[src/hw/mult_pkg.sv]
/*
 * Signed sequential multiplier, shared definitions
 * Widths for operands, product and sweep counter, plus the
 * control FSM state encoding used by the sequencer
 */

package mult_pkg;

	// ========================================
	// Widths
	// ========================================

	// Operand width, both inputs are two's complement of this size
	localparam int DW = 8;

	// Product width, wide enough for -128 * -128 without overflow
	localparam int PW = 2 * DW;

	// Sweep counter width, it only has to reach DW-1
	localparam int CW = $clog2(DW);

	// ========================================
	// Control states
	// ========================================

	// IDLE waits for start, CAPTURE clears the datapath,
	// SWEEP scans one multiplier bit per cycle, FIX applies the sign
	// and DONE raises the one-cycle done pulse
	typedef enum logic [2:0]
	{
		IDLE    = 3'd0,
		CAPTURE = 3'd1,
		SWEEP   = 3'd2,
		FIX     = 3'd3,
		DONE    = 3'd4
	} ctrl_state_e;

endpackage

[src/hw/mult_control_unit.sv]
/*
 * Multiplier control unit
 * Sequences capture, sweep, sign fix and done for one product
 * and drops any start request that arrives while busy
 */

`timescale 1ns/10ps

module mult_control_unit
(
	input  logic clk,
	input  logic rst,
	input  logic start,
	input  logic sweep_end,
	output logic capture,
	output logic clear,
	output logic enable,
	output logic hold,
	output logic fix,
	output logic busy,
	output logic done
);

	mult_pkg::ctrl_state_e state;
	mult_pkg::ctrl_state_e state_next;

	// ========================================
	// State register
	// ========================================

	always_ff @(posedge clk, negedge rst)
	begin
		if (!rst)
			state <= mult_pkg::IDLE;
		else
			state <= state_next;
	end

	// ========================================
	// Next state
	// ========================================

	always_comb
	begin
		state_next = state;
		case (state)
			// Only an idle unit accepts a request
			mult_pkg::IDLE:    if (start) state_next = mult_pkg::CAPTURE;
			mult_pkg::CAPTURE: state_next = mult_pkg::SWEEP;
			// Leave once the adder reports its last bit
			mult_pkg::SWEEP:   if (sweep_end) state_next = mult_pkg::FIX;
			mult_pkg::FIX:     state_next = mult_pkg::DONE;
			mult_pkg::DONE:    state_next = mult_pkg::IDLE;
			default:           state_next = mult_pkg::IDLE;
		endcase
	end

	// ========================================
	// Strobes
	// ========================================

	// Operands are only valid alongside start, so capture follows the accepted request
	assign capture = (state == mult_pkg::IDLE) && start;

	// The datapath is cleared once the magnitudes have been stored
	assign clear = (state == mult_pkg::CAPTURE);

	// Sweep runs only in SWEEP, everywhere else the sum is held still
	assign enable = (state == mult_pkg::SWEEP);
	assign hold   = (state != mult_pkg::SWEEP);

	assign fix  = (state == mult_pkg::FIX);
	assign done = (state == mult_pkg::DONE);

	// Busy covers every state after acceptance, up to and including DONE
	assign busy = (state != mult_pkg::IDLE);

endmodule

[src/hw/sign_resolver.sv]
/*
 * Sign resolver
 * Splits the signed operands into magnitudes and a result sign,
 * then negates the unsigned sum when needed and holds the product
 */

`timescale 1ns/10ps

module sign_resolver
(
	input  logic                            clk,
	input  logic                            rst,
	input  logic                            capture,
	input  logic                            fix,
	input  logic signed [mult_pkg::DW-1:0]  op_a,
	input  logic signed [mult_pkg::DW-1:0]  op_b,
	input  logic        [mult_pkg::PW-1:0]  sum,
	output logic        [mult_pkg::DW-1:0]  mag_a,
	output logic        [mult_pkg::DW-1:0]  mag_b,
	output logic signed [mult_pkg::PW-1:0]  product
);

	// Result sign, set when exactly one operand is negative
	logic neg;

	// ========================================
	// Capture
	// ========================================

	// Two's complement of -128 gives 8'h80, which reads as 128 unsigned
	always_ff @(posedge clk)
	begin
		if (capture)
		begin
			mag_a <= op_a[mult_pkg::DW-1] ? (~op_a + 1'b1) : op_a;
			mag_b <= op_b[mult_pkg::DW-1] ? (~op_b + 1'b1) : op_b;
			neg   <= op_a[mult_pkg::DW-1] ^ op_b[mult_pkg::DW-1];
		end
	end

	// ========================================
	// Sign fix and result hold
	// ========================================

	// Product only changes on fix, so it stays readable between operations
	always_ff @(posedge clk, negedge rst)
	begin
		if (!rst)
			product <= '0;
		else if (fix)
		begin
			if (neg)
				product <= ~sum + 1'b1;
			else
				product <= sum;
		end
	end

endmodule

[src/hw/operand_register.sv]
/*
 * Operand register
 * Holds the multiplicand magnitude at product width and shifts
 * it left once per sweep step to follow the multiplier bit weight
 */

`timescale 1ns/10ps

module operand_register
(
	input  logic                     clk,
	input  logic                     rst,
	input  logic                     clear,
	input  logic                     enable,
	input  logic [mult_pkg::DW-1:0]  mag_b,
	output logic [mult_pkg::PW-1:0]  shifted_b
);

	always_ff @(posedge clk, negedge rst)
	begin
		if (!rst)
			shifted_b <= '0;
		// Load unshifted so the first sweep step adds weight one
		else if (clear)
			shifted_b <= {{(mult_pkg::PW-mult_pkg::DW){1'b0}}, mag_b};
		// Every enabled edge moves on to the next bit weight
		else if (enable)
			shifted_b <= {shifted_b[mult_pkg::PW-2:0], 1'b0};
	end

endmodule

[src/hw/sweep_sequential_adder.sv]
/*
 * Sweep sequential adder
 * Walks the multiplier magnitude one bit per cycle and adds the
 * shifted multiplicand wherever that bit is set
 */

`timescale 1ns/10ps

module sweep_sequential_adder
(
	input  logic                     clk,
	input  logic                     rst,
	input  logic                     clear,
	input  logic                     enable,
	input  logic                     hold,
	input  logic [mult_pkg::DW-1:0]  mag_a,
	input  logic [mult_pkg::PW-1:0]  shifted_b,
	output logic [mult_pkg::PW-1:0]  sum,
	output logic                     sweep_end
);

	// Index of the multiplier bit under inspection
	logic [mult_pkg::CW-1:0] count;

	// ========================================
	// Accumulator and bit counter
	// ========================================

	always_ff @(posedge clk, negedge rst)
	begin
		if (!rst)
		begin
			count <= '0;
			sum   <= '0;
		end
		else if (clear)
		begin
			count <= '0;
			sum   <= '0;
		end
		// Held outside the sweep, sum stays put and the counter rewinds
		else if (hold)
			count <= '0;
		else if (enable)
		begin
			if (mag_a[count])
				sum <= sum + shifted_b;
			// Stop on the top bit, the control unit moves on from here
			if (count != mult_pkg::CW'(mult_pkg::DW-1))
				count <= count + 1'b1;
		end
	end

	// High during the last sweep cycle, while the top bit is being added
	assign sweep_end = enable && !hold && (count == mult_pkg::CW'(mult_pkg::DW-1));

endmodule

[src/hw/seq_multiplier_top.sv]
/*
 * Signed sequential multiplier top level
 * Connects the control unit to the sign resolver, operand register
 * and sweep adder
 */

`timescale 1ns/10ps

module seq_multiplier_top
(
	input  logic                            clk,
	input  logic                            rst,
	input  logic                            start,
	input  logic signed [mult_pkg::DW-1:0]  op_a,
	input  logic signed [mult_pkg::DW-1:0]  op_b,
	output logic                            busy,
	output logic                            done,
	output logic signed [mult_pkg::PW-1:0]  product
);

	// Control strobes
	logic capture;
	logic clear;
	logic enable;
	logic hold;
	logic fix;
	logic sweep_end;

	// Datapath
	logic [mult_pkg::DW-1:0] mag_a;
	logic [mult_pkg::DW-1:0] mag_b;
	logic [mult_pkg::PW-1:0] shifted_b;
	logic [mult_pkg::PW-1:0] sum;

	mult_control_unit mult_control_unit_i
	(
		.clk       (clk),
		.rst       (rst),
		.start     (start),
		.sweep_end (sweep_end),
		.capture   (capture),
		.clear     (clear),
		.enable    (enable),
		.hold      (hold),
		.fix       (fix),
		.busy      (busy),
		.done      (done)
	);

	sign_resolver sign_resolver_i
	(
		.clk     (clk),
		.rst     (rst),
		.capture (capture),
		.fix     (fix),
		.op_a    (op_a),
		.op_b    (op_b),
		.sum     (sum),
		.mag_a   (mag_a),
		.mag_b   (mag_b),
		.product (product)
	);

	operand_register operand_register_i
	(
		.clk       (clk),
		.rst       (rst),
		.clear     (clear),
		.enable    (enable),
		.mag_b     (mag_b),
		.shifted_b (shifted_b)
	);

	sweep_sequential_adder sweep_sequential_adder_i
	(
		.clk       (clk),
		.rst       (rst),
		.clear     (clear),
		.enable    (enable),
		.hold      (hold),
		.mag_a     (mag_a),
		.shifted_b (shifted_b),
		.sum       (sum),
		.sweep_end (sweep_end)
	);

endmodule

[config.mk]
export PLATFORM = sky130hd
export DESIGN_NAME = seq_multiplier_top
export DESIGN_NICKNAME = d
export VERILOG_FILES = /design/src/hw/mult_pkg.sv /design/src/hw/mult_control_unit.sv /design/src/hw/sign_resolver.sv /design/src/hw/operand_register.sv /design/src/hw/sweep_sequential_adder.sv /design/src/hw/seq_multiplier_top.sv
export SDC_FILE = /design/constraint.sdc
export NUM_CORES = 1
export LEC_CHECK = 0
export ABC_AREA = 1
export BUFFER_PORTS_ARGS = -buffer_cell sky130_fd_sc_hd__buf_2
export CAP_MARGIN = 20
export CORE_MARGIN = 3
export CORE_UTILIZATION = 40
export DETAILED_ROUTE_END_ITERATION = 10
export HOLD_SLACK_MARGIN = 0.02
export SYNTH_ARGS = -nofsm -noshare
export SYNTH_HDL_FRONTEND = slang
export SYNTH_SLANG_ARGS = --single-unit
export TNS_END_PERCENT = 100
[constraint.sdc]
create_clock -name clk -period 2.15 [get_ports clk]
set_input_delay 0.43 -clock clk [delete_from_list [all_inputs] [get_ports clk]]
set_output_delay 0.43 -clock clk [all_outputs]
set_load 0.1 [all_outputs]
==> qor.yml, run 1 <==
setup_path:
  cp-startpoint: "sweep_sequential_adder_i.sum[0]"
  path_cells: "ha_1 > fa_1 > nand3_1 > nand3_1 > nand2_1 > nand2_1 > or2_2 > nand3_2 > nand2_1"
  critPathBufInv: 0
  rr_startpoint: "sweep_sequential_adder_i.sum[0]"
  cp_slowest_cell: "fa_1"
  critPathMostFrequentCell: "nand2_1"
  crit_path_start_kind: "register"
  cp_top_family: "simple AND/OR/NAND/NOR gates"
  critPathRequiredTime_ps: 2380
  cp.arrival_ps: 2160
  path_class: "register to register"
  slowest_delay_ps: 430
  critPathCaptureType: "register"
  critPathMaxFanout: 4
synthesis:
  synthesis.area_um2: 4340
  yosysWarnings: 0
  synth_top_area_share_pct: 31.2
  synth_cell_types: 33
  synth_compound_area_share_pct: 7.68
  synth_top_family_by_area: "simple AND/OR/NAND/NOR gates"
  ys.flop_type: "dfrtp_1"
  synth_cells: 563
  synth_seq_cells: 71
  synth_edf_count: 17
  synth_xor_area_share_pct: 3.84
  syn_area_per_cell_um2: 7.70
  synthArstFlopShare_pct: 76.1
  synthMuxAreaShare_pct: 0
  yosys.area_share.simple_pct: 29.7
  synth_area_leaders: "dfrtp_1 (31%), nand2_1 (15%), edfxtp_1 (12%)"
  yosys.area.top_type: "dfrtp_1"
  synth-seq-area-share_pct: 42.9
  syn_nets: 603
  yosys.area_share.adder_pct: 6.23
floorplan:
  die_h_um: 110
  die_width_um: 110
  die-area_um2: 12100
  core-area_um2: 10400
  std_cell_rows: 37
  start_util_pct: 41.6
  num_io_pins: 37
timing:
  slew_headroom_pct: 54.4
  setup_ws_ps: 225
  setup_viol: 0
  period_needed_ps: 1920
  skew_ps: 4.50
  finalHoldViolCount: 0
  drv_slew: 0
  fmax_mhz: 519
  finalCritPeriodShare_pct: 89.5
  final.setup.tns_ps: 0
  rsz0062_at_grt: "no"
  worst_pin_slew_ps: 684
final_layout:
  drive_above_1_share_pct: 13.0
  fin_util_pct: 46.5
  area_growth_pct: 11.8
  fin_cells: 744
  fin_area_um2: 4850
  final_nets: 643
  antenna_cells: 0
place:
  dpl_worst_slack_ps: 225
  placed_area_um2: 4660
  port_buffers: 36
  dp.cells: 728
  gp_congestion: 0.851
  dp_hpwl_mm: 6.67
clock_tree:
  hold_buffers: 0
  path_clk_slew_ps: 80
  clock_latency_ps: 330
  postCtsSetupBuffers: 0
  post_cts_resized: 0
  cts_root_buffer: "clkbuf_8"
  cts_tree: "done"
  numCtsBuffers: 9
  cts_sinks: 71
  h-tree-depth: 3
  clockBufferDepth: 2
status:
  status: "complete, no violations"
global_routing:
  busiest_layer: "met2"
  grt_usage_pct: 15.4
  grt_pass1_wl_mm: 14.7
  grt_pass1_vias: 3320
  antenna_found_initial: 0
  grt-ovfl-total: 0
  grt_max_degree: 55
  use_met2_pct: 27.3
  use_met3_pct: 3.26
  gr-usage-met1_pct: 19.0
routing:
  dr.pass1.iters: 4
  drt_iter0_drc: 121
  wl_mm: 8.52
  wl_per_cell_um: 11.5
  viasPerCell: 4.75
  dr_total_vias: 3533
  ant_nets: 0
  drc: 0
hold_path:
  holdCritPathClass: "input pin to async pin"
power_and_ir_drop:
  seqPwrFrac_pct: 31.6
  p_switching_uw: 3750
  ir_worst_vdd_mv: 1.06
  cellPowerDensity_nw_per_um2: 1490
  p_int_uw: 3470
  leakage_uw: 0.00255
  p_clk_share_pct: 14.1
  p_comb_share_pct: 54.3
  swShare_pct: 52.0
flow_run:
  maxCapViolCount: 0
cell families (layout without fill, tap and decap cells):
logic type | Yosys count | count (layout)
buffers and inverters | 106 | 151
XOR/XNOR | 19 | 19
flip-flops | 71 | 71
AO/OA/AOI/OAI | 59 | 59
adder cells (fa/ha/maj) | 21 | 21
AND/OR/NAND/NOR | 287 | 287
cell usage after synthesis (2+ instances only):
cell      instances
nand2_1         177
inv_1            92
dfrtp_1          54
nand3_1          39
nor2_1           34
o21ai_0          27
ha_1             20
edfxtp_1         17
xor2_1           17
a21oi_1          12
nand3_2          10
o221ai_1          7
o22ai_1           7
clkbuf_1          6
or2_2             6
nand4_1           5
nor3_1            5
o21ai_1           5
inv_2             3
nand3b_1          3
buf_2             2
nor2_8            2
nor4_1            2
xnor2_1           2
routing by layer:
metal,share of wire [%],vias to the layer above
li1,-,1880
met1,48,1589
met2,48,57
met3,3.6,7
met4,0.96,0
met5,0,-
registers in the layout (all words and copies together) (netlist names):
register and cells:
sweep_sequential_adder_i.count 3, sign_resolver_i.mag_b 8, operand_register_i.shifted_b 16, sign_resolver_i.neg 1, sign_resolver_i.product 16, mult_control_unit_i.state 3
sweep_sequential_adder_i.sum 16, sign_resolver_i.mag_a 8
power groups by stage:
stage	Clock, uW	Combinational [uW]	Sequential (uW)
floorplan	0	2290	3230
global placement	0	3890	2290
detailed placement	0	3960	2310
CTS	1040	3970	2290
global route	1110	4380	2350
finish	1020	3920	2280
worst paths after layout:
check	slack, ps	endpoint	cells past startpoint
max	230	sweep_sequential_adder_i.sum[8]	9
min	220	sign_resolver_i.product[8]	2
max reg2reg	230	sweep_sequential_adder_i.sum[8]	9
min reg2reg	460	operand_register_i.shifted_b[4]	2
min in group clk	290	sign_resolver_i.mag_a[0]	1
max in group asynchronous	1480	sweep_sequential_adder_i.sum[15]	2
layout by cell type (no fill, tap or decap), drive strengths merged:
master / count
nand3: 49
bufinv: 1
clkinvlp: 1
inv: 95
clkinv: 7
nor2: 37
nor3: 5
edfxtp: 17
o221ai: 7
or2: 7
o21ai: 32
o22ai: 7
buf: 38
xnor2: 2
ha: 20
dfrtp: 54
fa: 1
nand3b: 3
nand2: 179
xor2: 17
a21o: 1
a21oi: 12
nor4: 2
clkbuf: 9
nand4: 5
per-stage QoR:
stage	hold WS [ps]	total power, uW
after floorplan	134	5520
after global placement	447	6180
after detailed placement	453	6270
after CTS	241	7300
after global routing	276	7830
final	220	7220
final cells by class:
| type | count | area, um2 |
|---|---|---|
| Sequential cell | 71 | 1860 |
| Tap cell | 136 | 170 |
| Multi-Input combinational cell | 386 | 2070 |
| Fill cell | 1064 | 5570 |
| Timing Repair Buffer | 38 | 195 |
| Clock inverter | 7 | 63.8 |
| Clock buffer | 9 | 124 |
| Inverter | 97 | 365 |
Note: power is estimated with default switching activity, not from simulation.
==> run 2, diff against run 1 <==
Settings changed: PLACE_DENSITY from default to 0.64.
==> qor.yml, run 2 (same netlist as run 1, synthesis figures left out) <==
status:
  status: "complete, no violations"  # unchanged
final_layout:
  layout_common_cells: "nand2_1 (177), inv_1 (92), dfrtp_1 (54)"  # unchanged
  antenna_cells: 0  # unchanged
  area_growth_pct: 12.4  # was 11.8%
  multi_input_area_um2: 2070  # unchanged
  final_nets: 647  # was 643
  n_fill_cell: 1039  # was 1064
  drive_above_1_share_pct: 13.6  # was 13.0%
  seqCellArea_um2: 1860  # unchanged
  top_regs: "operand_register_i.shifted_b (16), sign_resolver_i.product (16), sweep_sequential_adder_i.sum (16)"  # unchanged
  final_common_cell: "nand2_1"  # unchanged
power_and_ir_drop:
  finalPower_uw: 7210  # was 7220 uW
  leakage_uw: 0.00256  # was 0.00255 uW
  ir_worst_vdd_mv: 1.02  # was 1.06 mV
  cellPowerDensity_nw_per_um2: 1480  # was 1490 nW/um2
floorplan:
  die_h_um: 110  # unchanged
  std_cell_rows: 37  # unchanged
  die_width_um: 110  # unchanged
  core-area_um2: 10400  # unchanged
  start_util_pct: 41.6  # unchanged
  num_io_pins: 37  # unchanged
  die-area_um2: 12100  # unchanged
place:
  gp_congestion: 0.866  # was 0.851
  dp_hpwl_mm: 7.01  # was 6.67 mm
  port_buffers: 36  # unchanged
timing:
  finalHoldViolCount: 0  # unchanged
  final.setup.tns_ps: 0  # unchanged
  slew_headroom_pct: 56.9  # was 54.4%
  fmax_mhz: 525  # was 519 MHz
  setup_viol: 0  # unchanged
  period_needed_ps: 1900  # was 1920 ps
  finalCritPeriodShare_pct: 88.5  # was 89.5%
  skew_ps: 9.14  # was 4.50 ps
  rsz0062_at_grt: "no"  # unchanged
  worst_pin_slew_ps: 647  # was 684 ps
  drv_slew: 0  # unchanged
  hold_ws_ps: 282  # was 220 ps
clock_tree:
  postCtsSetupBuffers: 0  # unchanged
  h-tree-depth: 3  # unchanged
  post_cts_resized: 0  # unchanged
  cts_tree: "done"  # unchanged
  hold_buffers: 1  # was 0
  cts_sinks: 71  # unchanged
  clock_latency_ps: 350  # was 330 ps
  clockBufferDepth: 2  # unchanged
  numCtsBuffers: 9  # unchanged
  cts_root_buffer: "clkbuf_8"  # unchanged
  path_clk_slew_ps: 80  # about the same
setup_path:
  slowest_delay_ps: 430  # about the same
  crit_path_start_kind: "register"  # unchanged
  critPathMostFrequentCell: "nand2_1"  # unchanged
  path_cells: "ha_1 > fa_1 > nand3_1 > nand3_1 > nand2_1 > nand2_1 > or2_2 > nand3_2 > nand2_1"  # unchanged
  critPathRequiredTime_ps: 2390  # was 2380 ps
  critPathCaptureType: "register"  # unchanged
  cp_slowest_cell: "fa_1"  # unchanged
  path_class: "register to register"  # unchanged
  cp.arrival_ps: 2140  # was 2160 ps
  critPathMaxFanout: 4  # unchanged
flow_run:
  maxCapViolCount: 0  # unchanged
global_routing:
  grt_max_degree: 32  # was 55
  grt_pass1_vias: 3498  # was 3320
  grt_usage_pct: 16.7  # was 15.4%
  grt_pass1_wl_mm: 15.9  # was 14.7 mm
  antenna_found_initial: 0  # unchanged
  grt-ovfl-total: 0  # unchanged
hold_path:
  holdCritPathClass: "input pin to register"  # was input pin to async pin
routing:
  drt_iter0_drc: 155  # was 121
  viasPerCell: 4.76  # was 4.75
  dr_total_vias: 3563  # was 3533
  wl_per_cell_um: 11.9  # was 11.5 um
  dr.pass1.iters: 5  # was 4
  ant_nets: 0  # unchanged
  wl_mm: 8.92  # was 8.52 mm
  drc: 0  # unchanged
## run 2: layout make-up
class                   instances  share of cell area (%)
clock buffers                  10                    2.62
well taps                     136                    3.49
flip-flops and latches         71                    38.2
clock inverters                 6                   0.796
multi-input cells             386                    42.4
repair buffers                 42                    4.93
inverters                      97                    7.50
## run 2: stage by stage
stage | std cells | cell area [um2] | setup WS, ps | util [%]
final | 748 | 4870 | 247 | 46.8
after global routing | 748 | 4870 | 91.4 | 46.8
after CTS | 748 | 4870 | 235 | 46.8
after detailed placement | 731 | 4700 | 243 | 45.1
after global placement | 731 | 4700 | 277 | 45.1
after floorplan | 563 | 4350 | 81.9 | -
## run 2: report_power, final
| part | total, uW | internal [uW] | switching [uW] |
|---|---|---|---|
| Combinational | 4020 | 1080 | 2940 |
| Clock | 922 | 414 | 507 |
| Sequential | 2270 | 1890 | 376 |
## run 2: path summary, 6_finish.rpt
check / start / to / slack (ps) / cells after the start
max in group asynchronous: rst / sweep_sequential_adder_i.sum[14] / 1230 / 3
min in group asynchronous: rst / sign_resolver_i.product[3] / 440 / 2
worst min-delay path: op_a[0] / sign_resolver_i.mag_a[0] / 280 / 1
worst max register to register: sweep_sequential_adder_i.sum[0] / sweep_sequential_adder_i.sum[8] / 250 / 9
worst max-delay path: sweep_sequential_adder_i.sum[0] / sweep_sequential_adder_i.sum[8] / 250 / 9
worst min register to register: sign_resolver_i.mag_b[6] / operand_register_i.shifted_b[6] / 460 / 2
## run 2: worst max-delay path, delay by kind of cell (launching register included)
family                     cells  cell delay (ps)
and+or+nand+nor                7              750
adders and majority gates      2              670
DFF                            1              390
## run 2: metal layers
metal,routed length [um],up-vias,global-route usage (%)
li1,-,1891,-
met1,4230,1602,21.2
met2,4240,59,28.9
met3,321,11,3.44
met4,139,0,4.93
met5,0,-,0
